**src/source/issue_defines.svh**
```systemverilog
`ifndef ISSUE_DEFINES_SVH
`define ISSUE_DEFINES_SVH

// operand and tag widths
`define DATA_W         32
`define TAG_W          6

// data memory, word addressed through byte address bits 7:2
`define DMEM_DEPTH     64
`define DMEM_ADDR_W    6

// cycles from grant to broadcast
`define MULT_LATENCY   4
// div latency doubles as the reservation vector length
`define DIV_LATENCY    7

// apb byte addresses
`define REG_CTRL       8'h00
`define REG_BCAST_CNT  8'h04
`define REG_STALL_CNT  8'h08

`endif

```
**src/source/issue_pkg.sv**
```systemverilog
`include "issue_defines.svh"

package issue_pkg;

   // operand and result paths
   typedef logic [`DATA_W-1:0] data_t;

   // reservation station tag
   typedef logic [`TAG_W-1:0] tag_t;

   typedef logic [7:0] apb_addr_t;

   // integer unit operations, the two branches only set a taken flag
   typedef enum logic [3:0] {
      op_add = 4'd0,
      op_sub = 4'd1,
      op_and = 4'd2,
      op_or  = 4'd3,
      op_xor = 4'd4,
      op_slt = 4'd5,
      op_beq = 4'd6,
      op_bne = 4'd7
   } alu_op_t;

endpackage

```
**src/source/ls_data_cache.sv**
```systemverilog
`timescale 1ns/1ps
`include "issue_defines.svh"

module ls_data_cache
   import issue_pkg::*;
(
   input  logic  clk,
   input  logic  reset,
   input  logic  issue,
   input  logic  store,
   input  data_t addr,
   input  data_t wdata,
   input  tag_t  tag,
   output data_t res,
   output tag_t  res_tag,
   output logic  res_valid
);

   data_t mem [`DMEM_DEPTH];
   logic [`DMEM_ADDR_W-1:0] word_addr;

   // byte address to word index
   assign word_addr = addr[`DMEM_ADDR_W+1:2];

   always_ff @(posedge clk) begin
      if (reset) begin
         for (int i = 0; i < `DMEM_DEPTH; i++) begin
            mem[i] <= '0;
         end
         res_valid <= 1'b0;
      end else begin
         if (issue && store) begin
            mem[word_addr] <= wdata;
         end
         // stores never broadcast
         res_valid <= issue & ~store;
      end
   end

   // registered read and tag
   always_ff @(posedge clk) begin
      res     <= mem[word_addr];
      res_tag <= tag;
   end

endmodule

```
**config.mk**
```make
export PLATFORM = sky130hd
export DESIGN_NAME = ls_data_cache
export DESIGN_NICKNAME = d
export VERILOG_FILES = /design/src/source/issue_pkg.sv /design/src/source/ls_data_cache.sv
export VERILOG_INCLUDE_DIRS = /design/src /design/src/source
export SDC_FILE = /design/constraint.sdc
export NUM_CORES = 2
export LEC_CHECK = 0
export ABC_CLOCK_PERIOD_IN_PS = 3000
export BUFFER_PORTS_ARGS = -buffer_cell sky130_fd_sc_hd__buf_2
export CAP_MARGIN = 20
export CORE_MARGIN = 3
export CORE_UTILIZATION = 40
export CTS_BUF_LIST = sky130_fd_sc_hd__clkbuf_4
export DETAILED_ROUTE_END_ITERATION = 8
export GPL_ROUTABILITY_DRIVEN = 1
export PLACE_DENSITY_LB_ADDON = 0.08
export SETUP_SLACK_MARGIN = 0.5
export SLEW_MARGIN = 0
export SYNTH_ARGS = -nofsm -noshare
export SYNTH_HDL_FRONTEND = slang
export SYNTH_SLANG_ARGS = --single-unit
```
**constraint.sdc**
```tcl
create_clock -name clk -period 3 [get_ports clk]
set_input_delay 0.6 -clock clk [delete_from_list [all_inputs] [get_ports clk]]
set_output_delay 0.6 -clock clk [all_outputs]
set_load 0.02 [all_outputs]
```
==> results.md <==
* Post-CTS setup buffer count at 0
* Sw power at 16.8 mW
* Core footprint at 231000 um^2
* Critical path class: reg2out
* Async SR Flop Fraction at 0%
* Internal power at 50.3 mW
* CP top delay family: flip-flops
* Hold path depth at 6
* Initial antenna violation count at 35
* Detail Placement HPWL at 211000 um
* Pins over their slew limit at 0
* Synth unique cells at 61
* Synthesis Warnings at 0
* Number of port buffers at 86
* Share of the synthesized area in the top cell type at 65.8%
* Area leader, netlist: edfxtp_1
* Die W at 489 um
* Chip height at 489 um
* Startpoint types: flip-flop
* Vias after detailed routing at 61967
* Initial Util at 40.4%
* GRT overflow at 0
* Global placer's final weighted congestion at 0.937
* Crit path required time at 2.40 ns
* Longest Clk Path Bufs at 4
* PwrDens at 596 nW/um^2
* Avg Inst Size Synth at 13.5 um^2
* Fin. Hold Viols at 0
* Worst Max-Slew Pin Slew at 1.07 ns
* Clock power frac at 40.0%
* CTS Sinks at 2087
* CP Cell Sequence: buf_6
* RSZ-0062 raised after global routing: true
* Critical R2R Launch: mem[56][14]
* Clock Tree Root: clkbuf_4
* Arrival @ worst endpoint at 1.97 ns
* Crit. End Element: output pin
* Antenna viol nets, final at 0
* Slowest stage cell, crit path: dfxtp_4
* Number of global-route vias before repair at 62341
* Post-Syn Nets at 6974
* First-pass GRT wire length at 466000 um
* FP Rows at 176
* Buf/Inv on CP at 1
* Switching share of power at 25.0%
* Synth top area cells: edfxtp_1, and2_1, mux2i_1
* Sequential group share of total power at 50.6%
* Share of post-route cells with drive strength above 1 at 26.5%
* Setup violators final at 0
* Worst Hold End: res[11]
* GRT Overall Usage at 27.4%
* Worst Hold Launch: addr[2]
* Combinational Power Share at 9.3%
* Layout Area Growth over Synthesis at 20.5%
* Top Ports at 113
* Die ar. at 239000 um^2
* Final WL at 331000 um
* FF+latch count, synth at 2087
* Dpl cell area at 104000 um^2
* CTS Buf Count at 604
* Worst Slack Setup Final at 0.430 ns
* Mapped Cells at 6900
* Worst r2r dst: res[14]
* Clock transition at path regs at 0.06 ns
* Drt initial violations at 6198
* LEAKAGE at 41.4 nW
* WL/cell at 29.5 um
* Nets at 7800
* CTS tree: built
* H-tree Lvls at 6
* DRT Pass-1 Iters at 8
* Post-DR vias/cell at 5.53
* R2R Setup Slk at 0.56 ns
* Reg2Reg Depth at 7
* Sequential area share after synthesis at 66.6%
* Max-Cap Viols at 0
* Critical path fanouts, max at 1
* Hold_ws at 0.215 ns
* Number of enable flip-flop cells after synthesis at 2048
* Class of the tightest hold or removal check: in2reg
* Slew headroom at 27.9%
* Final instance area at 113000 um^2
* Post-route DRC violation count at 0
* Max incr delay on CP at 0.42 ns
* Fmax at 389 MHz
* Clock Latency Late Sink at 1.41 ns
* Most used DFF post-synth: edfxtp_1
* Post-place setup slack at -0.838 ns
* Utilization after layout at 48.7%
* Largest net degree at the start of global routing at 66
* Finished Layout Cells at 11207
* VDD IR-drop max at 350 uV
* Outcome: finished clean
* Fin Clk Skew at 0.0915 ns
* WP depth at 1
* Period utilization at 85.7%
* Final min period at 2.57 ns
* Mapped cell area at 93500 um^2
* Placed instance count at 10092
[cell usage after synthesis, drive strengths merged, types with 2 or more instances]
master,n
and2,2052
edfxtp,2048
clkbuf,505
mux2i,299
a221oi,280
a22oi,237
nor2,235
buf,223
nand2,134
o21ai,126
a21oi,125
o22ai,94
mux2,76
or2,67
a22o,57
a31oi,45
a211oi,42
dfxtp,39
mux4,39
o2bb2ai,17
a2111oi,15
a222oi,15
and3,15
nand4,15
or4,15
nor3,14
o22a,14
a41o,13
nor2b,8
and3b,4
nand2b,4
o221ai,4
inv,3
nand3,3
nor3b,2
nor4,2
o211ai,2
or3,2
[layer usage]
metal | share of wire, % | global-route usage (%)
met3 | 6.7 | 5.00
met1 | 42 | 36.3
met5 | 0.010 | 0
met4 | 4.2 | 12.3
met2 | 47 | 43.8
[kinds of logic (layout without fill, tap and decap cells)]
family | count (synthesis) | after routing | share of synthesized area [%]
compound gates | 1093 | 1093 | 8.60
buf+inv | 731 | 1982 | 3.38
flops | 2087 | 2087 | 66.6
mux | 414 | 414 | 5.10
simple gates | 2575 | 2575 | 16.3
other cells | 0 | 30 | 0
[cell type report]
cell class              count  area, um^2
clock inverters           132         806
well taps                3026        3790
clock buffers             899        6750
multi-input cells        4082       28500
inverters                   3        16.3
flip-flops and latches   2087       62400
fillers                 20487      119000
diodes                     30        75.1
repair buffers            948       10200
[flip-flops by register name, indices dropped and copies added (netlist names)]
signal and count:
res_tag 6, res 32, mem 2048, res_valid 1
[through the flow]
step                      total power, mW  setup TNS [ns]
after global routing                 69.8               0
after detailed placement             40.7          -90.56
after CTS                            67.9               0
final                                67.1               0
after floorplan                      37.0               0
after global placement               40.6          -73.57
[worst register-to-register path, stage by stage, from the launching register on]
cell and delay, ns:
edfxtp_1 0.36, mux2_4 0.27, a222oi_1 0.29, buf_4 0.18, a21oi_1 0.19, a2111oi_4 0.70, buf_4 0.28, nand4_1 0.09
[repair_timing]
item / 4_1_cts / 5_1_grt
hold buffers: 54 / 0
setup endpoints to repair: 42 / 43
resized for setup: 140 / 4
hold endpoints to repair: 1713 / 0
[power groups by stage]
stage / Clock, mW / Combinational [mW] / Sequential, mW
2_1_floorplan: 0 / 2.59 / 34.5
4_1_cts: 27.6 / 6.26 / 34.0
6_report: 26.9 / 6.26 / 34.0
5_1_grt: 29.2 / 6.52 / 34.1
3_5_place_dp: 0 / 6.09 / 34.6
3_3_place_gp: 0 / 6.08 / 34.5
[worst max-delay path by stage]
stage,start,endpoint
after detailed placement,addr[4],res[14]
after CTS,res[11],res[11]
after floorplan,addr[3],mem[11][0]
after global routing,res[11],res[11]
after global placement,addr[4],res[14]
final,res[13],res[13]
[cells in the final DEF (no fill, tap or decap), drive strengths merged, types with 14 or more instances in the layout]
cell	instances
a2111oi	15
a211oi	42
a21oi	125
a221oi	280
a222oi	15
a22o	57
a22oi	237
a31oi	45
and2	2052
and3	15
buf	894
clkbuf	899
clkinv	108
dfxtp	39
diode	30
dlygate4sd3	54
edfxtp	2048
mux2	76
mux2i	299
mux4	39
nand2	134
nand4	15
nor2	235
nor3	14
o21ai	126
o22a	14
o22ai	94
o2bb2ai	17
or2	67
or4	15
Power figures use the tool's default switching activity.
