### config.mk
export PLATFORM = sky130hd
export DESIGN_NAME = div_pipe
export DESIGN_NICKNAME = d
export VERILOG_FILES = /design/src/source/issue_pkg.sv /design/src/source/div_pipe.sv
export VERILOG_INCLUDE_DIRS = /design/src /design/src/source
export SDC_FILE = /design/constraint.sdc
export NUM_CORES = 2
export LEC_CHECK = 0
export BUFFER_PORTS_ARGS = -buffer_cell sky130_fd_sc_hd__buf_4
export CORE_MARGIN = 8
export CORE_UTILIZATION = 65
export CTS_CLUSTER_DIAMETER = 150
export CTS_CLUSTER_SIZE = 20
export DETAILED_ROUTE_END_ITERATION = 8
export PLACE_DENSITY = 0.83
export SLEW_MARGIN = 20
export SYNTH_ARGS = -nofsm -noshare
export SYNTH_HDL_FRONTEND = slang
export SYNTH_SLANG_ARGS = --single-unit
### constraint.sdc
create_clock -name clk -period 220.3 [get_ports clk]
set_clock_uncertainty 0.1 [all_clocks]
set_input_delay 11.015 -clock clk [delete_from_list [all_inputs] [get_ports clk]]
set_output_delay 11.015 -clock clk [all_outputs]
set_load 0.01 [all_outputs]
### src/source/issue_defines.svh
`ifndef ISSUE_DEFINES_SVH
`define ISSUE_DEFINES_SVH

// operand and tag widths
`define DATA_W         32
`define TAG_W          6

// data memory, word addressed through byte address bits 7:2
`define DMEM_DEPTH     64
`define DMEM_ADDR_W    6

// cycles from grant to broadcast
`define MULT_LATENCY   4
// div latency doubles as the reservation vector length
`define DIV_LATENCY    7

// apb byte addresses
`define REG_CTRL       8'h00
`define REG_BCAST_CNT  8'h04
`define REG_STALL_CNT  8'h08

`endif

### src/source/issue_pkg.sv
`include "issue_defines.svh"

package issue_pkg;

   // operand and result paths
   typedef logic [`DATA_W-1:0] data_t;

   // reservation station tag
   typedef logic [`TAG_W-1:0] tag_t;

   typedef logic [7:0] apb_addr_t;

   // integer unit operations, the two branches only set a taken flag
   typedef enum logic [3:0] {
      op_add = 4'd0,
      op_sub = 4'd1,
      op_and = 4'd2,
      op_or  = 4'd3,
      op_xor = 4'd4,
      op_slt = 4'd5,
      op_beq = 4'd6,
      op_bne = 4'd7
   } alu_op_t;

endpackage

### src/source/div_pipe.sv
`timescale 1ns/1ps
`include "issue_defines.svh"

module div_pipe
   import issue_pkg::*;
(
   input  logic  clk,
   input  logic  reset,
   input  logic  issue,
   input  data_t rs,
   input  data_t rt,
   input  tag_t  tag,
   output data_t res,
   output tag_t  res_tag,
   output logic  res_valid
);

   data_t quot_q [`DIV_LATENCY];
   tag_t  tag_q  [`DIV_LATENCY];
   logic [`DIV_LATENCY-1:0] valid_q;
   data_t quotient;

   // unsigned divide, divide by zero saturates to all ones
   always_comb begin
      if (rt == '0) begin
         quotient = '1;
      end else begin
         quotient = rs / rt;
      end
   end

   // one issue per cycle can enter, results leave in order
   always_ff @(posedge clk) begin
      if (reset) begin
         valid_q <= '0;
      end else begin
         valid_q <= {valid_q[`DIV_LATENCY-2:0], issue};
      end
   end

   always_ff @(posedge clk) begin
      quot_q[0] <= quotient;
      tag_q[0]  <= tag;
      for (int i = 1; i < `DIV_LATENCY; i++) begin
         quot_q[i] <= quot_q[i-1];
         tag_q[i]  <= tag_q[i-1];
      end
   end

   assign res       = quot_q[`DIV_LATENCY-1];
   assign res_tag   = tag_q[`DIV_LATENCY-1];
   assign res_valid = valid_q[`DIV_LATENCY-1];

endmodule

==> flow_summary.json <==
{
  "reg2reg_from": "valid_q[5]$_SDFF_PP0_",
  "slowest_stage": "o31ai_1",
  "via_per_inst": 6.91,
  "synth_area_leaders": "ha_1 (19%), dfxtp_1 (15%), a21oi_1 (5.6%), nand2_1 (5.4%), xnor2_1 (5.3%)",
  "grt_setup_unrepaired": "no",
  "setup_tns_ns": 0,
  "drt_iter0_drc": 4623,
  "cp.arrival_ns": 97.26,
  "io_pins": 112,
  "cp.required_ns": 220.63,
  "cap_violations": 0,
  "critPathMaxStageDelay_ns": 0.96,
  "power.density_nw_per_um2": 4.80,
  "ant_nets": 0,
  "netlist_area_um2": 35400,
  "die_h_um": 250,
  "dpl_cell_area_um2": 37100,
  "grt_pass1_wl_um": 195000,
  "relSlewSlack": 0.181,
  "syn_inst": 4755,
  "setup_viol": 0,
  "num_vias": 38071,
  "port_buffers": 111,
  "antenna_found_initial": 3,
  "core_area_um2": 53900,
  "max-clock-path-buffers": 3,
  "critPathCaptureType": "register",
  "drc": 0,
  "drive_above_1_share": 0.0791,
  "clkSlewWorstSetupHoldPaths_ns": 0.09,
  "tightestPinTransition_ns": 1.22,
  "p_leak_nw": 17.2,
  "htreeDepth": 1,
  "clock-sinks": 273,
  "dieArea_um2": 62300,
  "initial_core_util": 0.657,
  "synth_warnings": 0,
  "grt_pass1_vias": 34899,
  "finalHoldViolations": 0,
  "yosys.area.top_type": "ha_1",
  "crit_path_start_kind": "input port",
  "endpoint": "quot_q[0][0]$_SDFF_PN1_",
  "timing.rr.end": "valid_q[6]$_SDFF_PP0_",
  "overflow": 0,
  "postCtsSetupRepairBufs": 0,
  "post_cts_resized": 0,
  "reg2reg_depth": 1,
  "row_count": 85,
  "ys_async_sr_fraction": 0,
  "cts_root_buf": "clkbuf_16",
  "synth_edf_count": 0,
  "synth_top_flop_cell": "dfxtp_1",
  "synth.top_cell.area_share": 0.187,
  "postLayoutCellArea_um2": 37600,
  "fp.dieW_um": 250,
  "crit_type": "in -> reg",
  "cts_hold_buf": 0,
  "synth-seq-cells": 273,
  "ff2ff_setup_slack_ns": 219.67,
  "synth_cell_types": 114,
  "cp_max_fo": 36,
  "cts_tree": "yes",
  "hold_path.class": "reg -> reg",
  "synthToLayoutAreaGrowth_pct": 6.03,
  "nets": 5418,
  "syn-num-nets": 5357,
  "place_hpwl_um": 101000,
  "critical_path.startpoint": "rt[15]",
  "ir_drop_mv": 0.00742,
  "status": "completed",
  "fin_crit_ns": 96.93,
  "wl_per_cell_um": 23.4,
  "path_common_cell": "ha_1",
  "clock_latency_ns": 0.56,
  "antenna_cells": 0,
  "gp_congestion": 1.13,
  "syn_area_per_cell_um2": 7.45,
  "ys_seq_area_frac": 0.154,
  "drv_slew": 0,
  "cts_buffers": 17,
  "max_freq_mhz": 10.3,
  "drtPass1Iterations": 7,
  "grt_max_degree": 37,
  "grt.total_usage": 0.388,
  "finalWirelength_um": 129000,
  "fin_crit_sh": 0.440
}
==> registers in the layout, summed over array words and instances (netlist names) <==
register,flops
quot_q,224
tag_q,42
valid_q,7
==> kinds of logic after synthesis <==
| logic type | synth area share |
|---|---|
| simple gates | 0.222 |
| mux | 0.0282 |
| buf+inv | 0.0327 |
| xor+xnor | 0.0853 |
| fa+ha+maj | 0.187 |
| compound gates | 0.291 |
| flops | 0.154 |
==> worst max-delay path, delay by kind of cell <==
family                     cells  cell delay, ns
AOI/OAI and AO/OA            160           48.72
adders and majority gates     31            9.80
buffers and inverters         15            2.99
muxes                          5            2.00
and+or+nand+nor               76           22.53
==> per-stage QoR <==
step	hold slack [ns]	instances	setup WS (ns)	util	total power, mW
finish	0.208	5512	123.37	0.697	0.181
global route	0.228	5512	119.04	0.697	0.191
CTS	0.213	5512	126.85	0.697	0.178
detailed placement	0.212	5493	126.62	0.689	0.147
global placement	0.210	5493	128.24	0.689	0.145
floorplan	0.210	4755	139.45	-	0.124
==> worst min-delay path by stage <==
| stage | from | to | slack (ns) | cells after the start |
|---|---|---|---|---|
| floorplan | quot_q[0][0]$_SDFF_PN1_ | quot_q[1][0]$_DFF_P_ | 0.21 | 0 |
| global placement | quot_q[1][11]$_DFF_P_ | quot_q[2][11]$_DFF_P_ | 0.21 | 0 |
| detailed placement | quot_q[0][28]$_SDFF_PN1_ | quot_q[1][28]$_DFF_P_ | 0.21 | 0 |
| CTS | tag_q[2][5]$_DFF_P_ | tag_q[3][5]$_DFF_P_ | 0.21 | 0 |
| global route | quot_q[4][17]$_DFF_P_ | quot_q[5][17]$_DFF_P_ | 0.23 | 0 |
| finish | tag_q[2][5]$_DFF_P_ | tag_q[3][5]$_DFF_P_ | 0.21 | 0 |
==> power breakdown <==
part           internal (mW)  switching, mW
Clock                 0.0139         0.0172
Combinational         0.0395         0.0588
Sequential            0.0507       0.000366
Total                  0.104         0.0763
==> layout make-up <==
| cell class | count | area [um2] |
|---|---|---|
| clock inverter | 2 | 17.5 |
| fill | 4648 | 16300 |
| sequential | 273 | 5470 |
| clock buffer | 17 | 425 |
| timing repair buffer | 172 | 1290 |
| multi-input combinational | 4182 | 28900 |
| inverter | 170 | 638 |
| tap | 696 | 871 |
==> placed cells by master (no fill, tap or decap), drive strengths merged, types with 17 or more instances in the layout <==
cell | Yosys | layout
a2111oi | 18 | 18
a211o | 22 | 22
a211oi | 47 | 47
a21boi | 32 | 32
a21o | 168 | 168
a21oi | 397 | 397
a31oi | 90 | 90
a41oi | 17 | 17
and2 | 32 | 32
and3 | 36 | 36
buf | 32 | 172
clkbuf | 98 | 17
dfxtp | 273 | 273
ha | 529 | 529
inv | 170 | 169
mux2 | 62 | 62
mux2i | 29 | 29
nand2 | 515 | 515
nand2b | 40 | 40
nand3 | 125 | 125
nand4 | 61 | 61
nor2 | 471 | 471
nor2b | 60 | 60
nor3 | 151 | 151
nor4 | 31 | 31
o2111ai | 17 | 17
o211a | 18 | 18
o211ai | 43 | 43
o21a | 116 | 116
o21ai | 295 | 295
o21bai | 32 | 32
o31ai | 46 | 46
or2 | 42 | 42
or3 | 49 | 49
xnor2 | 214 | 214
xor2 | 131 | 131
==> per-layer routing <==
layer	up-vias	wire length, um	track usage
met5	-	38	0
met4	6	7690	0.196
met3	512	17800	0.100
met2	2449	51700	0.578
met1	17329	51600	0.512
li1	17775	-	-
==> Yosys cell counts, drive strengths merged, types with 36 or more instances <==
master and number:
ha 529, nand2 515, nor2 471, a21oi 397, o21ai 295, dfxtp 273, xnor2 214, inv 170
a21o 168, nor3 151, xor2 131, nand3 125, o21a 116, clkbuf 98, a31oi 90, mux2 62
nand4 61, nor2b 60, or3 49, a211oi 47, o31ai 46, o211ai 43, or2 42, nand2b 40
and3 36
(Power assumes the default switching activity.)
