===== config.mk =====
export PLATFORM = sky130hd
export DESIGN_NAME = int_alu
export DESIGN_NICKNAME = d
export VERILOG_FILES = /design/src/source/issue_pkg.sv /design/src/source/int_alu.sv
export VERILOG_INCLUDE_DIRS = /design/src /design/src/source
export SDC_FILE = /design/constraint.sdc
export NUM_CORES = 1
export LEC_CHECK = 0
export BUFFER_PORTS_ARGS = -buffer_cell sky130_fd_sc_hd__buf_4
export CAP_MARGIN = 20
export CELL_PAD_IN_SITES_DETAIL_PLACEMENT = 0
export CELL_PAD_IN_SITES_GLOBAL_PLACEMENT = 1
export CORE_ASPECT_RATIO = 0.9
export CORE_MARGIN = 8
export CORE_UTILIZATION = 41
export CTS_CLUSTER_SIZE = 16
export DETAILED_ROUTE_END_ITERATION = 7
export PLACE_DENSITY = 0.92
export SLEW_MARGIN = 5
export SYNTH_ARGS = -nofsm -noshare
export SYNTH_HDL_FRONTEND = slang
export SYNTH_SLANG_ARGS = --single-unit

===== constraint.sdc =====
create_clock -name clk -period 3.7 [get_ports clk]
set_clock_uncertainty 0.1 [all_clocks]
set_input_delay 0.37 -clock clk [delete_from_list [all_inputs] [get_ports clk]]
set_output_delay 0.37 -clock clk [all_outputs]
set_load 0.01 [all_outputs]

===== src/source/issue_defines.svh =====
`ifndef ISSUE_DEFINES_SVH
`define ISSUE_DEFINES_SVH

// operand and tag widths
`define DATA_W         32
`define TAG_W          6

// data memory, word addressed through byte address bits 7:2
`define DMEM_DEPTH     64
`define DMEM_ADDR_W    6

// cycles from grant to broadcast
`define MULT_LATENCY   4
// div latency doubles as the reservation vector length
`define DIV_LATENCY    7

// apb byte addresses
`define REG_CTRL       8'h00
`define REG_BCAST_CNT  8'h04
`define REG_STALL_CNT  8'h08

`endif


===== src/source/issue_pkg.sv =====
`include "issue_defines.svh"

package issue_pkg;

   // operand and result paths
   typedef logic [`DATA_W-1:0] data_t;

   // reservation station tag
   typedef logic [`TAG_W-1:0] tag_t;

   typedef logic [7:0] apb_addr_t;

   // integer unit operations, the two branches only set a taken flag
   typedef enum logic [3:0] {
      op_add = 4'd0,
      op_sub = 4'd1,
      op_and = 4'd2,
      op_or  = 4'd3,
      op_xor = 4'd4,
      op_slt = 4'd5,
      op_beq = 4'd6,
      op_bne = 4'd7
   } alu_op_t;

endpackage


===== src/source/int_alu.sv =====
`timescale 1ns/1ps
`include "issue_defines.svh"

module int_alu
   import issue_pkg::*;
(
   input  logic    clk,
   input  logic    reset,
   input  logic    issue,
   input  alu_op_t op,
   input  data_t   rs,
   input  data_t   rt,
   input  tag_t    tag,
   output data_t   res,
   output tag_t    res_tag,
   output logic    res_valid,
   output logic    is_branch,
   output logic    taken
);

   data_t alu_out;
   logic  branch_op;
   logic  branch_taken;

   always_comb begin
      alu_out      = '0;
      branch_op    = 1'b0;
      branch_taken = 1'b0;
      case (op)
         op_add: alu_out = rs + rt;
         op_sub: alu_out = rs - rt;
         op_and: alu_out = rs & rt;
         op_or:  alu_out = rs | rt;
         op_xor: alu_out = rs ^ rt;
         // signed compare, result is 1 or 0
         op_slt: alu_out = ($signed(rs) < $signed(rt)) ? data_t'(1) : '0;
         op_beq: begin
            branch_op    = 1'b1;
            branch_taken = (rs == rt);
         end
         op_bne: begin
            branch_op    = 1'b1;
            branch_taken = (rs != rt);
         end
         default: alu_out = '0;
      endcase
   end

   always_ff @(posedge clk) begin
      if (reset) begin
         res_valid <= 1'b0;
      end else begin
         res_valid <= issue;
      end
   end

   // result payload, only meaningful while res_valid is high
   always_ff @(posedge clk) begin
      res       <= alu_out;
      res_tag   <= tag;
      is_branch <= branch_op;
      taken     <= branch_taken;
   end

endmodule


==> metrics.md <==
| Metric | Value |
|---|---|
| NetSw | 732.4 uW |
| FFs w/ async S/R, synth | 0% |
| Critical Path RT | 3.76 ns |
| Fin crit share | 84.87% |
| Crit path kind | input pin to flip-flop |
| CP max-delay cell | o41ai_2 |
| Area of the multi-input gates | 4443 um^2 |
| DRC Markers | 0 |
| CP Max Fanout | 10 |
| Hold Fails Final Rpt | 0 |
| # port buffers | 117 |
| Chip width | 141.7 um |
| FMAX | 318.4 MHz |
| Starting Density | 41.75% |
| Hold Crit Class | input pin to flip-flop |
| Switching part of the total power | 38.22% |
| Relative slew slack | 39.90% |
| GPL Wtd Cong | 0.9282 |
| CTS H-Tree Depth | 2 |
| Max Transition Viols Final | 0 |
| Yosys warnings | 0 |
| Wire length per cell | 17.67 um |
| Syn_area_per_cell | 7.319 um^2 |
| DIE HEIGHT | 129.1 um |
| FF+latch area | 820.8 um^2 |
| Worst Max-Slew Pin Slew | 0.9015 ns |
| Ys flop type | dfxtp_1 |
| Register area share after synthesis | 14.09% |
| Post-synth EDFFs | 0 |
| Global-route wire length before repair | 30,880 um |
| Leakage power total | 0.003360 uW |
| Total core area | 13,950 um^2 |
| Reg power frac | 25.8% |
| Max cap viols | 0 |
| Clock net sink count | 41 |
| Antenna violations before repair | 0 |
| Gr ovfl total | 0 |
| Post-route ant nets | 0 |
| Largest net degree at the start of global routing | 34 |
| Synthesis-stage register bit count | 41 |
| RSZ-0062 raised after global routing | false |
| Tmin final | 3.140 ns |
| Fillers | 1,406 |
| Initial DRC Count | 670 |
| Power Total | 1916 uW |
| Via count | 6,259 |
| Final nets | 1,066 |
| CTS tree | yes |
| Die area | 18,280 um^2 |
| Clock slew at reported path FFs | 0.07 ns |
| Cell Pwr Density | 272.7 nW/um^2 |
| Arr. time, crit path | 3.20 ns |
| Post-CTS Setup Bufs | 0 |
| Share of cells above drive strength 1 | 17.44% |
| CTS buffer count | 5 |
| Drt total wl | 19,120 um |
| Clock root cell | clkbuf_16 |
| HP Start | tag[1] |
| Most used cell, CP | o21ai_0 |
| HPWL after detailed placement | 14,760 um |
| GRT Overall Usage | 20.66% |
| Post-CTS Hold Buffers | 0 |
| CP Launch Type | input pin |
| Drt pass-1 iters | 5 |
| Combinational share of power | 45.4% |
| Hold path endpoint | res_tag[1]$_DFF_P_ |
| Status | finished clean |
| Critical path's largest stage delay | 0.50 ns |
| Power Internal | 1184 uW |
| Area of the mapped netlist | 5826 um^2 |
| Commonest non-fill, non-tap cells in the layout | 131 x buf_4, 99 x ha_1, 95 x inv_1 |
| Setup TNS | 0 ns |
| I/O pin count | 118 |
| Hold_ws | 0.06830 ns |
| Syn_nets | 974 |
| Hold depth | 1 |
| Site Rows | 41 |
| Unique masters post-synth | 75 |
| VDD IR-drop max | 0.0001891 V |
| Drt via density | 5.785 |
| # resized after CTS | 0 |
| Vias in the first global route | 6,000 |
| Post-Syn Instances | 796 |
| Worst setup EP type | flip-flop |
| Final setup violation count | 0 |
| Clock power frac | 28.8% |
| Most common library cell in the layout ignoring fill and taps | buf_4 |
| Clk buf depth | 2 |
| Synthesis-to-finish area growth | 20.60% |
| N_diodes | 0 |
| CP cell instances | buf_4 > inv_1 > ha_1 > nor4_1 > o21ai_0 > and4_1 > o41ai_2 > or2_1 > a21oi_1 > o221ai_1 > xor2_1 > o21ai_0 |
## state kept, by name, indices dropped and copies added (netlist names)
register,count
res,32
taken,1
res_tag,6
is_branch,1
res_valid,1
## routing by layer
layer  track usage (%)  share of wire (%)  up-vias
li1                  -                  -     3030
met1             28.60                 47     2896
met2             31.73                 42      310
met3             4.081                8.9       23
met4             6.246                1.5        0
met5                 0                  0        -
## synth_stat cells, drive strengths merged (3+ instances only)
cell type  count  area [um^2]
a22oi          4        30.03
nor3b          3        22.52
or3            6        37.54
ha            99         1239
a21oi         75        379.1
and3           3        18.77
a31o           3        26.28
o311a          3        30.03
a221oi        20        175.2
and2           5        31.28
nand3         14        82.58
o31ai         14        105.1
nand3b         4        30.03
or2            3        18.77
a211oi        12        95.09
o21bai        10        75.07
clkbuf        29        108.9
o211ai        11        82.58
o41ai          4        42.55
nand4          5        31.28
nor2          69        259.0
a31oi          5        31.28
nand2         30        112.6
a41oi          3        45.05
xor2           6        52.55
o311ai         5        43.79
buf           17        98.84
dfxtp         41        820.8
nor3          21        116.4
a2111oi        6        58.80
a21o          14        105.1
nor4          12        75.07
a2bb2oi        4        35.03
mux2i          4        40.04
o21ai         65        325.3
nand2b        12        82.58
nor4b          3        26.28
inv           95        356.6
nor2b         13        81.33
xnor2         13        113.9
o21a           6        45.04
## final cells by class
type,count,share of cell area [%]
Sequential cell,41,11.68
Tap cell,193,3.437
Clock inverter,2,0.5343
Multi-Input combinational cell,613,63.24
Inverter,96,5.129
Timing Repair Buffer,131,14.00
Clock buffer,6,1.977
## power groups by stage
stage / clock (uW) / combinational [uW] / sequential (uW)
6_report: 552 / 870 / 494
5_1_grt: 580 / 955 / 497
4_1_cts: 569 / 858 / 494
3_5_place_dp: 0 / 850 / 503
3_3_place_gp: 0 / 848 / 503
2_1_floorplan: 0 / 539 / 521
## how the worst max path moves through the flow
stage	startpoint	slack [ns]	depth (start not counted)	to
final	rs[11]	0.56	12	res[26]$_DFF_P_
after global routing	rs[13]	0.39	12	res[26]$_DFF_P_
after CTS	rs[11]	0.67	12	res[26]$_DFF_P_
after detailed placement	rs[11]	0.37	12	res[26]$_DFF_P_
after global placement	rs[11]	0.35	12	res[26]$_DFF_P_
after floorplan	rs[5]	0.96	12	res[31]$_DFF_P_
## kinds of logic (layout without fill, tap and decap cells)
group / count (synthesis) / count (layout) / synth area share, %
xor gates and xnor gates: 19 / 19 / 2.857
AOI/OAI and AO/OA: 280 / 280 / 32.17
adders and majority gates: 101 / 101 / 21.95
buffers and inverters: 142 / 235 / 9.751
and+or+nand+nor: 209 / 209 / 18.49
DFF: 41 / 41 / 14.09
muxes: 4 / 4 / 0.6873
## through the flow
stage / setup WS (ns) / std cells / util (%) / instance area (um^2)
finish: 0.5598 / 1082 / 50.35 / 7025
floorplan: 0.9619 / 796 / - / 5826
detailed placement: 0.3705 / 1074 / 49.09 / 6849
global route: 0.3867 / 1082 / 50.35 / 7025
global placement: 0.3523 / 1074 / 49.09 / 6849
CTS: 0.6731 / 1082 / 50.35 / 7025
## critical path: cells and delay by family
family,cells,cell delay (ns)
AND/OR/NAND/NOR,3,0.94
XOR/XNOR,1,0.17
AO/OA/AOI/OAI,5,1.16
adder cells (fa/ha/maj),1,0.42
buffers and inverters,2,0.14
Power figures use the tool's default switching activity.
