File: src/source/issue_defines.svh
`ifndef ISSUE_DEFINES_SVH
`define ISSUE_DEFINES_SVH

// operand and tag widths
`define DATA_W         32
`define TAG_W          6

// data memory, word addressed through byte address bits 7:2
`define DMEM_DEPTH     64
`define DMEM_ADDR_W    6

// cycles from grant to broadcast
`define MULT_LATENCY   4
// div latency doubles as the reservation vector length
`define DIV_LATENCY    7

// apb byte addresses
`define REG_CTRL       8'h00
`define REG_BCAST_CNT  8'h04
`define REG_STALL_CNT  8'h08

`endif

File: src/source/issue_pkg.sv
`include "issue_defines.svh"

package issue_pkg;

   // operand and result paths
   typedef logic [`DATA_W-1:0] data_t;

   // reservation station tag
   typedef logic [`TAG_W-1:0] tag_t;

   typedef logic [7:0] apb_addr_t;

   // integer unit operations, the two branches only set a taken flag
   typedef enum logic [3:0] {
      op_add = 4'd0,
      op_sub = 4'd1,
      op_and = 4'd2,
      op_or  = 4'd3,
      op_xor = 4'd4,
      op_slt = 4'd5,
      op_beq = 4'd6,
      op_bne = 4'd7
   } alu_op_t;

endpackage

File: src/source/cdb_arbiter.sv
`timescale 1ns/1ps
`include "issue_defines.svh"

module cdb_arbiter
   import issue_pkg::*;
(
   input  logic  clk,
   input  logic  reset,
   input  logic  int_req,
   input  logic  ls_req,
   input  logic  mult_req,
   input  logic  div_req,
   input  logic  prio_int_first,
   output logic  int_grant,
   output logic  ls_grant,
   output logic  mult_grant,
   output logic  div_grant,
   output logic  stall,
   input  data_t int_res,
   input  tag_t  int_res_tag,
   input  logic  int_res_valid,
   input  logic  int_is_branch,
   input  logic  int_taken,
   input  data_t ls_res,
   input  tag_t  ls_res_tag,
   input  logic  ls_res_valid,
   input  data_t mult_res,
   input  tag_t  mult_res_tag,
   input  logic  mult_res_valid,
   input  data_t div_res,
   input  tag_t  div_res_tag,
   input  logic  div_res_valid,
   output logic  cdb_valid,
   output data_t cdb_data,
   output tag_t  cdb_tag,
   output logic  cdb_branch,
   output logic  cdb_branch_taken
);

   typedef enum logic {turn_int, turn_ls} turn_t;

   // bit 1 is the current cycle, bit k is k-1 cycles ahead
   logic [`DIV_LATENCY:1] reserved_r;
   logic [`DIV_LATENCY:1] reserved_next;
   turn_t turn_r;
   logic  short_free;
   logic  contended;
   logic  int_wins;

   always_comb begin
      // next cycle's slot, i.e. bit 1 after the shift
      short_free = ~reserved_r[2];
      contended  = int_req & ls_req & short_free;
      int_wins   = prio_int_first | (turn_r == turn_int);
      int_grant  = int_req & short_free & (~ls_req | int_wins);
      ls_grant   = ls_req & short_free & (~int_req | ~int_wins);
      mult_grant = mult_req & ~reserved_r[`MULT_LATENCY+1];
      div_grant  = div_req & ~reserved_r[`DIV_LATENCY];
      stall      = (int_req & ~int_grant) | (ls_req & ~ls_grant) |
                   (mult_req & ~mult_grant) | (div_req & ~div_grant);
   end

   always_comb begin
      reserved_next = {1'b0, reserved_r[`DIV_LATENCY:2]};
      if (int_grant || ls_grant) begin
         reserved_next[1] = 1'b1;
      end
      if (mult_grant) begin
         reserved_next[`MULT_LATENCY] = 1'b1;
      end
      if (div_grant) begin
         reserved_next[`DIV_LATENCY] = 1'b1;
      end
   end

   always_ff @(posedge clk) begin
      if (reset) begin
         reserved_r <= '0;
         turn_r     <= turn_int;
      end else begin
         reserved_r <= reserved_next;
         // toggle only counts contention in alternate mode
         if (contended && !prio_int_first) begin
            turn_r <= (turn_r == turn_int) ? turn_ls : turn_int;
         end
      end
   end

   // valids are one-hot inside an owned slot
   always_comb begin
      cdb_valid        = 1'b0;
      cdb_data         = '0;
      cdb_tag          = '0;
      cdb_branch       = 1'b0;
      cdb_branch_taken = 1'b0;
      if (reserved_r[1]) begin
         case ({int_res_valid, ls_res_valid, mult_res_valid, div_res_valid})
            4'b1000: begin
               cdb_valid        = ~int_is_branch;
               cdb_data         = int_res;
               cdb_tag          = int_res_tag;
               cdb_branch       = int_is_branch;
               cdb_branch_taken = int_is_branch & int_taken;
            end
            4'b0100: begin
               cdb_valid = 1'b1;
               cdb_data  = ls_res;
               cdb_tag   = ls_res_tag;
            end
            4'b0010: begin
               cdb_valid = 1'b1;
               cdb_data  = mult_res;
               cdb_tag   = mult_res_tag;
            end
            4'b0001: begin
               cdb_valid = 1'b1;
               cdb_data  = div_res;
               cdb_tag   = div_res_tag;
            end
            // store slot or idle
            default: cdb_valid = 1'b0;
         endcase
      end
   end

endmodule

File: config.mk
export PLATFORM = sky130hd
export DESIGN_NAME = cdb_arbiter
export DESIGN_NICKNAME = d
export VERILOG_FILES = /design/src/source/issue_pkg.sv /design/src/source/cdb_arbiter.sv
export VERILOG_INCLUDE_DIRS = /design/src /design/src/source
export SDC_FILE = /design/constraint.sdc
export NUM_CORES = 1
export LEC_CHECK = 0
export ABC_AREA = 1
export BUFFER_PORTS_ARGS = -buffer_cell sky130_fd_sc_hd__clkbuf_2
export CAP_MARGIN = 20
export CORE_AREA = 2 2 82 84
export CTS_CLUSTER_SIZE = 12
export DETAILED_ROUTE_END_ITERATION = 10
export DIE_AREA = 0 0 84 86
export HOLD_SLACK_MARGIN = 0.12
export PLACE_DENSITY = 0.83
export REMOVE_ABC_BUFFERS = 1
export SETUP_SLACK_MARGIN = 0.3
export SLEW_MARGIN = 20
export SYNTH_ARGS = -nofsm -noshare
export SYNTH_HDL_FRONTEND = slang
export SYNTH_SLANG_ARGS = --single-unit
File: constraint.sdc
create_clock -name clk -period 1.52 [get_ports clk]
set_input_delay 0.228 -clock clk [delete_from_list [all_inputs] [get_ports clk]]
set_output_delay 0.228 -clock clk [all_outputs]
set_load 0.02 [all_outputs]
==> out/metrics.cfg <==
[run_status]
status=finished, violations left
violations=negative setup slack

[grt]
via_count_of_the_first_global_routing_pass=3350
initial_antenna_violation_count=2
grt_overflow_total=0
grt_start_max_net_pins=60
grt.total_usage=0.252
grt_first_pass_wirelength_um=15100

[die]
ports=211
dieArea_sq_um=7220
std_cell_rows=29
core_region_area_sq_um=6280
die_y_um=86
die_w_um=84
initial_core_util=0.310

[worst_setup_path]
buffers_inverters_on_critical_path=4
worst-r2r-setup-slack_ns=0.68
critical_path.max_fanout=16
max_stage_delay_ns=0.17
worst_setup_path_start_kind=input port
setup.worst_path.class=in -> out
timing.critical_path.mode_cell=sky130_fd_sc_hd__clkbuf_16
critPathSlowestCell=sky130_fd_sc_hd__clkbuf_16
r2r-start=reserved_r[2]
crit_required_ns=1.29
regToRegEndpoint=turn_r
path_cells=clkbuf_16 > nor2_4 > buf_6 > clkbuf_16 > nand3_1 > nand2_1 > nor2_2 > nor2_1 > buf_4
endpoint_kind=output pin
crit_start=mult_res_valid
crit_arrival_ns=1.37
r2r.worst_path.cells=5
critical-path-top-delay-family=buffers and inverters

[sta]
max_slew_margin=0.845
timing_max_transition_violations_final=0
tightestPinTransition_ns=0.233
setup_violations=15
layout_min_cycle_time_ns=1.60
rsz_0062_raised_after_global_routing=yes
setup_ws_ns=-0.0804
timing.final.crit_share=1.05
timing.final.hold_violations=0
worst_clock_skew_ns=0.00228
max_clock_freq_mhz=625

[synthesis]
synth_seq_cells=8
number_of_flops_mapped_to_enable_cells_by_yosys=0
syn_area_sq_um=1950
ys_seq_area_frac=0.0823
post_synth_num_cell_types=21
synth.most_common_cell=sky130_fd_sc_hd__nand3_1
post_synth_most_frequent_cells=sky130_fd_sc_hd__nand3_1 (155), sky130_fd_sc_hd__nor2_1 (90), sky130_fd_sc_hd__nand2_1 (84), sky130_fd_sc_hd__inv_1 (14), sky130_fd_sc_hd__buf_2 (13)
post-synth-top-area-cell=sky130_fd_sc_hd__nand3_1
synth_warnings=0
yosys_most_used_dff=sky130_fd_sc_hd__dfxtp_1
syn-instance-count=404
avgSynthCellArea_sq_um=4.82
share_of_the_synthesized_area_in_the_top_cell_type=0.398
netlist_top_cells_area=sky130_fd_sc_hd__nand3_1 (40%), sky130_fd_sc_hd__nor2_1 (17%), sky130_fd_sc_hd__nand2_1 (16%)
async_reset_ff_frac=0

[placement]
dp_hpwl_um=6830
port-buffer-count=210
placed_area_sq_um=3040
placer_s_final_routability_congestion_estimate=0.904

[cts]
cts_max_path_buffers=2
cts_root_buffer=sky130_fd_sc_hd__clkbuf_8
cts_made_buffers=3
clkTransAtPathRegs_ns=0.04
postCtsHoldBufs=0
clock_tree.htree_level_count=1
tritoncts=built
tritoncts_num_sinks=8
worst_skew_pair.late_latency_ns=0.23

[hold_path]
timing.hold.worst.class=in -> reg
hp-start=div_req
min_delay_endpoint=reserved_r[7]
worst_hold_path.num_cells=3

[pwr]
peakVddDrop_mv=0.505
report.power.total_mw=1.54
total_power_per_unit_cell_area_nw_per_um2=356
cellLeakagePower_nw=2.33

[run]
cap_viol_max_count=0

[drt]
drt_first_pass_iters=5
wl_per_cell_um=18.6
totalWireLength_um=13100
first_drt_iteration_drcs=374
avgViaCountPerCell=5.78
ant_nets=0
dr_total_vias=4072
drcViolationCount=0

[cells_and_area]
finish.net_count=794
syn2layout_area_growth_pct=122
final_design_area_no_fill_sq_um=4330
final_core_utilization=0.690
final.fill_count=480
drive_gt1_frac=0.539

[cells in the final DEF (no fill, tap or decap), types with 6 or more instances in the layout]
cell / n
sky130_fd_sc_hd__buf_4: 41
sky130_fd_sc_hd__nor2_4: 6
sky130_fd_sc_hd__buf_12: 13
sky130_fd_sc_hd__clkbuf_16: 14
sky130_fd_sc_hd__clkbuf_2: 162
sky130_fd_sc_hd__nand3_2: 39
sky130_fd_sc_hd__nand2_1: 70
sky130_fd_sc_hd__nor2_1: 84
sky130_fd_sc_hd__inv_1: 11
sky130_fd_sc_hd__buf_8: 9
sky130_fd_sc_hd__nand2_2: 13
sky130_fd_sc_hd__nand3_1: 114
sky130_fd_sc_hd__buf_6: 10
[routing by layer]
| metal | routed length (um) | part of all wire | track usage | up-vias |
|---|---|---|---|---|
| li1 | - | - | - | 1792 |
| met1 | 4200 | 0.32 | 0.274 | 1809 |
| met2 | 6500 | 0.50 | 0.477 | 366 |
| met3 | 1530 | 0.12 | 0.0452 | 105 |
| met4 | 892 | 0.068 | 0.106 | 0 |
| met5 | 0 | 0 | 0 | - |
[power breakdown]
group          leakage [nW]  switching, mW  total, mW  internal, mW
Sequential           0.0672        0.00931      0.230         0.220
Clock                0.0216         0.0854      0.257         0.172
Combinational          2.24          0.537       1.06         0.520
Total                  2.33          0.632       1.54         0.912
[layout make-up]
| class | instances | area (sq um) | area share |
|---|---|---|---|
| Antenna cell | 1 | 2.50 | 0.000578 |
| Clock buffer | 3 | 41.3 | 0.00954 |
| Inverter | 16 | 70.1 | 0.0162 |
| Multi-Input combinational cell | 343 | 1840 | 0.426 |
| Sequential cell | 8 | 166 | 0.0384 |
| Tap cell | 77 | 96.3 | 0.0223 |
| Timing Repair Buffer | 257 | 2110 | 0.487 |
[worst min-delay path, cell delays in order]
cell and delay [ns]:
sky130_fd_sc_hd__clkbuf_2 0.09, sky130_fd_sc_hd__inv_1 0.06, sky130_fd_sc_hd__nor3_1 0.04
[registers in the layout, summed over array words and instances (netlist names)]
signal      flops
turn_r          1
reserved_r      7
[through the flow]
| step | instances | hold slack, ns | setup slack, ns | TNS [ns] |
|---|---|---|---|---|
| after global routing | 704 | 0.259 | -0.122 | -1.96 |
| after detailed placement | 668 | 0.405 | -0.0644 | -0.238 |
| after floorplan | 367 | 0.297 | -1.01 | -41.07 |
| after CTS | 679 | 0.239 | 0.00289 | 0 |
| final | 705 | 0.240 | -0.0804 | -0.411 |
| after global placement | 668 | 0.402 | 0.0294 | 0 |
[how the worst max path moves through the flow]
| stage | end | slack [ns] | cells after the start |
|---|---|---|---|
| after floorplan | cdb_data[0] | -1.01 | 5 |
| after global placement | cdb_data[12] | 0.03 | 9 |
| after detailed placement | cdb_data[1] | -0.06 | 9 |
| after CTS | cdb_data[18] | 0.003 | 8 |
| after global routing | cdb_data[17] | -0.12 | 11 |
| final | cdb_data[17] | -0.08 | 9 |
[repair_timing]
item	CTS	global route
gates resized for setup	100	119
gates cloned	5	19
buffers inserted	3	6
pin swaps	22	32
endpoints found under the setup margin	44	44
[cell families (layout without fill, tap and decap cells)]
logic type             after synthesis  count (layout)  synth area share
and+or+nand+nor                    338             338             0.765
buffers and inverters               53             276             0.136
DFF                                  8               8            0.0823
other                                0               1                 0
AOI/OAI and AO/OA                    5               5            0.0174
Note: power is estimated with default switching activity, not from simulation.
