--- config.mk ---
export PLATFORM = sky130hd
export DESIGN_NAME = mult_pipe
export DESIGN_NICKNAME = d
export VERILOG_FILES = /design/src/source/issue_pkg.sv /design/src/source/mult_pipe.sv
export VERILOG_INCLUDE_DIRS = /design/src /design/src/source
export SDC_FILE = /design/constraint.sdc
export NUM_CORES = 1
export LEC_CHECK = 0
export BUFFER_PORTS_ARGS = -buffer_cell sky130_fd_sc_hd__buf_2
export CORE_ASPECT_RATIO = 0.5
export CORE_MARGIN = 5
export CORE_UTILIZATION = 50
export DETAILED_ROUTE_END_ITERATION = 7
export PLACE_DENSITY = 0.7
export SLEW_MARGIN = 20
export SYNTH_ARGS = -nofsm -noshare
export SYNTH_HDL_FRONTEND = slang
export SYNTH_SLANG_ARGS = --single-unit
export TNS_END_PERCENT = 50
--- constraint.sdc ---
create_clock -name clk -period 7.5 [get_ports clk]
set_clock_uncertainty 0.05 [all_clocks]
set_input_delay 1.125 -clock clk [delete_from_list [all_inputs] [get_ports clk]]
set_output_delay 1.125 -clock clk [all_outputs]
set_load 0.01 [all_outputs]
--- src/source/issue_defines.svh ---
`ifndef ISSUE_DEFINES_SVH
`define ISSUE_DEFINES_SVH

// operand and tag widths
`define DATA_W         32
`define TAG_W          6

// data memory, word addressed through byte address bits 7:2
`define DMEM_DEPTH     64
`define DMEM_ADDR_W    6

// cycles from grant to broadcast
`define MULT_LATENCY   4
// div latency doubles as the reservation vector length
`define DIV_LATENCY    7

// apb byte addresses
`define REG_CTRL       8'h00
`define REG_BCAST_CNT  8'h04
`define REG_STALL_CNT  8'h08

`endif

--- src/source/issue_pkg.sv ---
`include "issue_defines.svh"

package issue_pkg;

   // operand and result paths
   typedef logic [`DATA_W-1:0] data_t;

   // reservation station tag
   typedef logic [`TAG_W-1:0] tag_t;

   typedef logic [7:0] apb_addr_t;

   // integer unit operations, the two branches only set a taken flag
   typedef enum logic [3:0] {
      op_add = 4'd0,
      op_sub = 4'd1,
      op_and = 4'd2,
      op_or  = 4'd3,
      op_xor = 4'd4,
      op_slt = 4'd5,
      op_beq = 4'd6,
      op_bne = 4'd7
   } alu_op_t;

endpackage

--- src/source/mult_pipe.sv ---
`timescale 1ns/1ps
`include "issue_defines.svh"

module mult_pipe
   import issue_pkg::*;
(
   input  logic  clk,
   input  logic  reset,
   input  logic  issue,
   input  data_t rs,
   input  data_t rt,
   input  tag_t  tag,
   output data_t res,
   output tag_t  res_tag,
   output logic  res_valid
);

   data_t prod_q [`MULT_LATENCY];
   tag_t  tag_q  [`MULT_LATENCY];
   logic [`MULT_LATENCY-1:0] valid_q;
   data_t product;

   // low word of the unsigned product
   assign product = rs * rt;

   always_ff @(posedge clk) begin
      if (reset) begin
         valid_q <= '0;
      end else begin
         valid_q <= {valid_q[`MULT_LATENCY-2:0], issue};
      end
   end

   always_ff @(posedge clk) begin
      prod_q[0] <= product;
      tag_q[0]  <= tag;
      for (int i = 1; i < `MULT_LATENCY; i++) begin
         prod_q[i] <= prod_q[i-1];
         tag_q[i]  <= tag_q[i-1];
      end
   end

   assign res       = prod_q[`MULT_LATENCY-1];
   assign res_tag   = tag_q[`MULT_LATENCY-1];
   assign res_valid = valid_q[`MULT_LATENCY-1];

endmodule

==> impl_metrics.tcl, run 1 <==
set metrics [dict create \
    grt.total_usage 0.220 \
    synth-compound-area-share 0.0263 \
    synth_fp_nets 2472 \
    cts_buffers 17 \
    place_inst 2472 \
    crit_top_cell "fa_1" \
    cts.sinks 156 \
    drtPass1Iterations 5 \
    cp-start-kind "input port" \
    clock.fmax_mhz 141 \
    cp_slowest_cell "fa_1" \
    drc_errors 0 \
    first_global_vias 13700 \
    antenna_found_initial 2 \
    outcome "completed" \
    drv_cap 0 \
    drt_iter0_drc 610 \
    synth_simple_gate_area_frac 0.169 \
    synthXorXnorAreaFrac 0.0389 \
    layout_commonest_cell "fa_1" \
    area_growth_pct 11.4 \
    final_antenna_net_count 0 \
    htree_levels 4 \
    period_share 0.945 \
    dieArea_um2 42000 \
    routed_wl_um 43700 \
    hold_path_class "reg2reg" \
    muxShareOfSynthArea 0 \
    worstSetupEndpointType "register" \
    dieWidth_um 285 \
    rsz0062_at_grt "no" \
    tightest_slew_ns 0.625 \
    cp_max_fo 12 \
    worstSetupPathType "in2reg" \
    synthDominantCellAreaShare 0.432 \
    ys_warn_count 0 \
    cts_resized 0 \
    synth_top_family_by_area "adder cells" \
    slew_viol_final 0 \
    period_needed_ns 7.09 \
    port_buffers 111 \
    clk_path_buf_depth 2 \
    synth_cell_types 40 \
    netlist_instances 1868 \
    final_cell_mix "408 x fa_1, 367 x and2_1, 358 x inv_1" \
    wire_per_inst_um 17.5 \
    synth_seq_cells 156 \
    yosysSeqAreaShare 0.165 \
    grt_max_degree 26 \
    initial_core_util 0.506 \
    cts_root_buf "clkbuf_16" \
    drive_gt1_frac 0.115 \
    nets 2601 \
    dp_hpwl_um 37100 \
    overflow 0 \
    cp_slowest_stage_delay_ns 0.58 \
    postCtsSetupRepairBufs 0 \
    synth_top_cell_by_area "fa_1" \
    grt_pass1_wl_um 73300 \
    finalHoldViolCount 0 \
    relSlewSlack 0.583 \
    io_pins 112 \
    syn_avg_cell_area_um2 10.1 \
    dr_total_vias 12500 \
    core_area_um2 37300 \
    die_h_um 147 \
    path_cells "buf_2 > buf_4 > and2_1 > fa_1 > fa_1 > fa_1 > inv_1 > fa_1 > inv_1 > fa_1 > fa_1 > fa_1 > fa_1 > ha_1 > a21oi_1 > o21ai_0 > a21o_2 > a21oi_1 > a21boi_1 > o211a_1 > nor4b_2 > a211oi_1" \
    syn_area_um2 18900 \
    place_congestion 0.893 \
    setup_viol 0 \
    clock_latency_ns 0.41 \
    clk_pin_slew_ns 0.07 \
    holdBufCountCts 0 \
    arrival_ns 7.33 \
    worstPathRequired_ns 7.75 \
    vias_per_cell 4.98 \
    synth_area_leaders "fa_1 43%, dfxtp_1 17%, and2_1 12%, ha_1 8.1%, inv_1 7.1%" \
    antenna_cells 0 \
    fill_cells 3285 \
    final_cells 2504 \
    row_count 50 \
    cts_tree "yes" \
    yosys.area_share.adder 0.514 \
]
-- kinds of logic after synthesis --
family	Yosys count
adders and majority gates	531
AOI/OAI and AO/OA	76
xor gates and xnor gates	84
buffers and inverters	438
DFF	156
and+or+nand+nor	583
-- layout make-up --
cell class / instances / area [um^2] / area share
Timing Repair Buffer: 190 / 1240 / 0.0587
Clock buffer: 17 / 425 / 0.0202
Clock inverter: 15 / 184 / 0.00873
Multi-Input combinational cell: 1274 / 14100 / 0.671
Inverter: 358 / 1340 / 0.0638
Tap cell: 494 / 618 / 0.0293
Sequential cell: 156 / 3120 / 0.148
-- metal layers --
metal  track usage  wire length, um  vias to the layer above
met3        0.0327             2210                       71
met1         0.295            18900                     6366
li1              -                -                     5703
met4        0.0654             1280                        2
met5             0               12                        -
met2         0.377            21300                      328
-- Yosys cell counts, drive strengths merged --
cell type,instances
nor4,1
nand4b,1
nor2,15
ha,123
fa,408
clkbuf,80
o21ai,15
xnor2,68
o211ai,4
nor4b,1
o21bai,2
a21boi,1
and4,1
nor3,4
nand2,175
o21a,6
xor2,16
o2111ai,2
inv,358
nand3,3
a211oi,4
and2,368
and3,3
a21o,10
o211a,1
nand2b,2
a31oi,1
nor2b,6
a221o,1
a211o,1
nand4,3
dfxtp,156
a221oi,1
a21oi,27
-- path summary, 6_finish.rpt --
check | startpoint | to | slack, ns | cells past startpoint
worst max-delay path | rt[5] | prod_q[0][29]$_DFF_P_ | 0.41 | 22
worst max register to register | valid_q[0]$_SDFF_PP0_ | valid_q[1]$_SDFF_PP0_ | 6.94 | 1
worst min-delay path | tag_q[2][5]$_DFF_P_ | tag_q[3][5]$_DFF_P_ | 0.27 | 0
worst min register to register | tag_q[2][5]$_DFF_P_ | tag_q[3][5]$_DFF_P_ | 0.27 | 0
-- worst max-delay path, delay by kind of cell --
kind,cells,cell delay (ns)
AO/OA/AOI/OAI,7,1.07
adder cells (fa/ha/maj),9,4.27
buffers and inverters,4,0.46
AND/OR/NAND/NOR,2,0.41
-- flip-flops by register name, indices dropped and copies added (netlist names) --
name / flops
valid_q: 4
tag_q: 24
prod_q: 128
-- metrics by stage --
| step | setup TNS (ns) | instance area [um^2] | worst slack (ns) | utilization | hold WS (ns) |
|---|---|---|---|---|---|
| 3_5_place_dp | -0.0106 | 20500 | -0.0106 | 0.548 | 0.262 |
| 5_1_grt | 0 | 21100 | 0.168 | 0.564 | 0.273 |
| 4_1_cts | 0 | 21100 | 0.444 | 0.564 | 0.271 |
| 2_1_floorplan | 0 | 18900 | 0.137 | - | 0.260 |
| 3_3_place_gp | 0 | 20500 | 0.0334 | 0.548 | 0.260 |
| 6_report | 0 | 21100 | 0.413 | 0.564 | 0.271 |
Power of run 1 is left out: the tool's default activity adds up to more than one toggle a clock period on the data nets, which glitch-free logic cannot reach.
==> inputs of run 2 (changes only) <==
--- a/config.mk
+++ b/config.mk
@@ -7,11 +7,12 @@
 export NUM_CORES = 1
 export LEC_CHECK = 0
 export BUFFER_PORTS_ARGS = -buffer_cell sky130_fd_sc_hd__buf_2
+export CAP_MARGIN = 20
 export CORE_ASPECT_RATIO = 0.5
 export CORE_MARGIN = 5
 export CORE_UTILIZATION = 50
 export DETAILED_ROUTE_END_ITERATION = 7
-export PLACE_DENSITY = 0.7
+export PLACE_DENSITY_LB_ADDON = 0.12
 export SLEW_MARGIN = 20
 export SYNTH_ARGS = -nofsm -noshare
 export SYNTH_HDL_FRONTEND = slang
==> run 2 against run 1 <==
Effect of this change:
- via count is 0.46% lower
- count of clock-buffer cells in the layout grew 1
- utilization up 0.89 points
- critical endpoint unchanged
- highest routed layer unchanged
==> impl_metrics.tcl, run 2 (synthesis gave the netlist of run 1 again) <==
set metrics [dict create \
    min_path_cells 0 \
    clock.fmax_mhz 139 \
    place_inst 2521 \
    antenna_cells 0 \
    cp_slowest_stage_delay_ns 0.55 \
    period_share 0.958 \
    grt_max_degree 19 \
    dr_total_vias 12400 \
    drc_errors 0 \
    drtPass1Iterations 5 \
    first_global_vias 13500 \
    port_buffers 111 \
    worstSetupEndpointType "register" \
    cp_top_family "adder cells" \
    setup_viol 0 \
    grt.total_usage 0.224 \
    drive_gt1_frac 0.137 \
    reg_top3 "prod_q: 128 flops, tag_q: 24 flops, valid_q: 4 flops" \
    final_cells 2553 \
    reg2reg_from "valid_q[0]$_SDFF_PP0_" \
    postCtsSetupRepairBufs 0 \
    pre_cts_ws_ns -0.203 \
    htree_levels 4 \
    reg2reg_to "valid_q[1]$_SDFF_PP0_" \
    ff2ff_path_depth 1 \
    crit_buf_inv 6 \
    tightest_slew_ns 0.477 \
    initial_core_util 0.506 \
    dp_hpwl_um 39100 \
    cts_resized 0 \
    fin_ws_ns 0.317 \
    hold_end "prod_q[3][2]$_DFF_P_" \
    finalHoldViolCount 0 \
    worstPathRequired_ns 7.76 \
    worstHoldStart "prod_q[2][2]$_DFF_P_" \
    clk_path_buf_depth 2 \
    dieWidth_um 285 \
    layout_commonest_cell "fa_1" \
    antenna_found_initial 1 \
    place_congestion 0.905 \
    cts_root_buf "clkbuf_16" \
    row_count 50 \
    wire_per_inst_um 17.8 \
    arrival_ns 7.44 \
    nets 2650 \
    io_pins 112 \
    drv_cap 0 \
    slew_viol_final 0 \
    dieArea_um2 42000 \
    clk_pin_slew_ns 0.07 \
    final_cell_mix "408 x fa_1, 367 x and2_1, 358 x inv_1" \
    relSlewSlack 0.682 \
    cts.sinks 156 \
    final_antenna_net_count 0 \
    die_h_um 147 \
    cp_max_fo 12 \
    path_cells "buf_2 > and2_1 > fa_1 > inv_1 > fa_1 > fa_1 > fa_1 > inv_1 > fa_1 > inv_1 > fa_1 > inv_1 > fa_1 > fa_1 > ha_4 > a21oi_1 > o21ai_0 > a21o_2 > a21oi_1 > buf_4 > a21boi_1 > o211a_1 > nor4b_2 > a211oi_1" \
    fin_hold_ws_ns 0.272 \
    cts_tree "yes" \
    grt_pass1_wl_um 73600 \
    core_area_um2 37300 \
    routed_wl_um 45400 \
    period_needed_ns 7.18 \
    clock_latency_ns 0.42 \
    area_growth_pct 13.2 \
    r2r_slack_ns 6.94 \
    drt_iter0_drc 606 \
    crit_top_cell "fa_1" \
    cp_slowest_cell "fa_1" \
    rsz0062_at_grt "no" \
    top_register "prod_q" \
    overflow 0 \
    hold_path_class "reg2reg" \
    largest_reg_flops 128 \
    worstSetupPathType "in2reg" \
    cts_buffers 17 \
    outcome "completed" \
    vias_per_cell 4.86 \
    utilization 0.573 \
    cp-start-kind "input port" \
    holdBufCountCts 0 \
]
## run 2: per-stage QoR
stage	area, um^2	TNS (ns)
after detailed placement	20800	-0.687
final	21400	0
after CTS	21400	0
after floorplan	18900	0
after global placement	20800	-0.280
after global routing	21400	0
## run 2: worst max-delay path by stage
stage	startpoint	end	depth (start not counted)
5_1_grt	rt[2]	prod_q[0][26]$_DFF_P_	22
6_report	rt[2]	prod_q[0][29]$_DFF_P_	24
2_1_floorplan	rt[2]	prod_q[0][29]$_DFF_P_	24
3_3_place_gp	rt[2]	prod_q[0][29]$_DFF_P_	24
3_5_place_dp	rt[2]	prod_q[0][29]$_DFF_P_	24
4_1_cts	rt[2]	prod_q[0][29]$_DFF_P_	24
## run 2: final cells by class
type                    count  area, um^2
flip-flops and latches    156        3120
fillers                  3392       16000
clock inverters            14         148
repair buffers            239        1580
clock buffers              18         439
multi-input cells        1274       14100
inverters                 358        1340
well taps                 494         618
## run 2: layer usage
layer / track usage / wire length [um] / up-vias
met1: 0.316 / 21100 / 6279
met2: 0.373 / 21300 / 277
met4: 0.0576 / 1020 / 2
li1: - / - / 5805
met5: 0 / 13 / -
met3: 0.0285 / 1950 / 50
Power of run 2 is left out for the same reason.
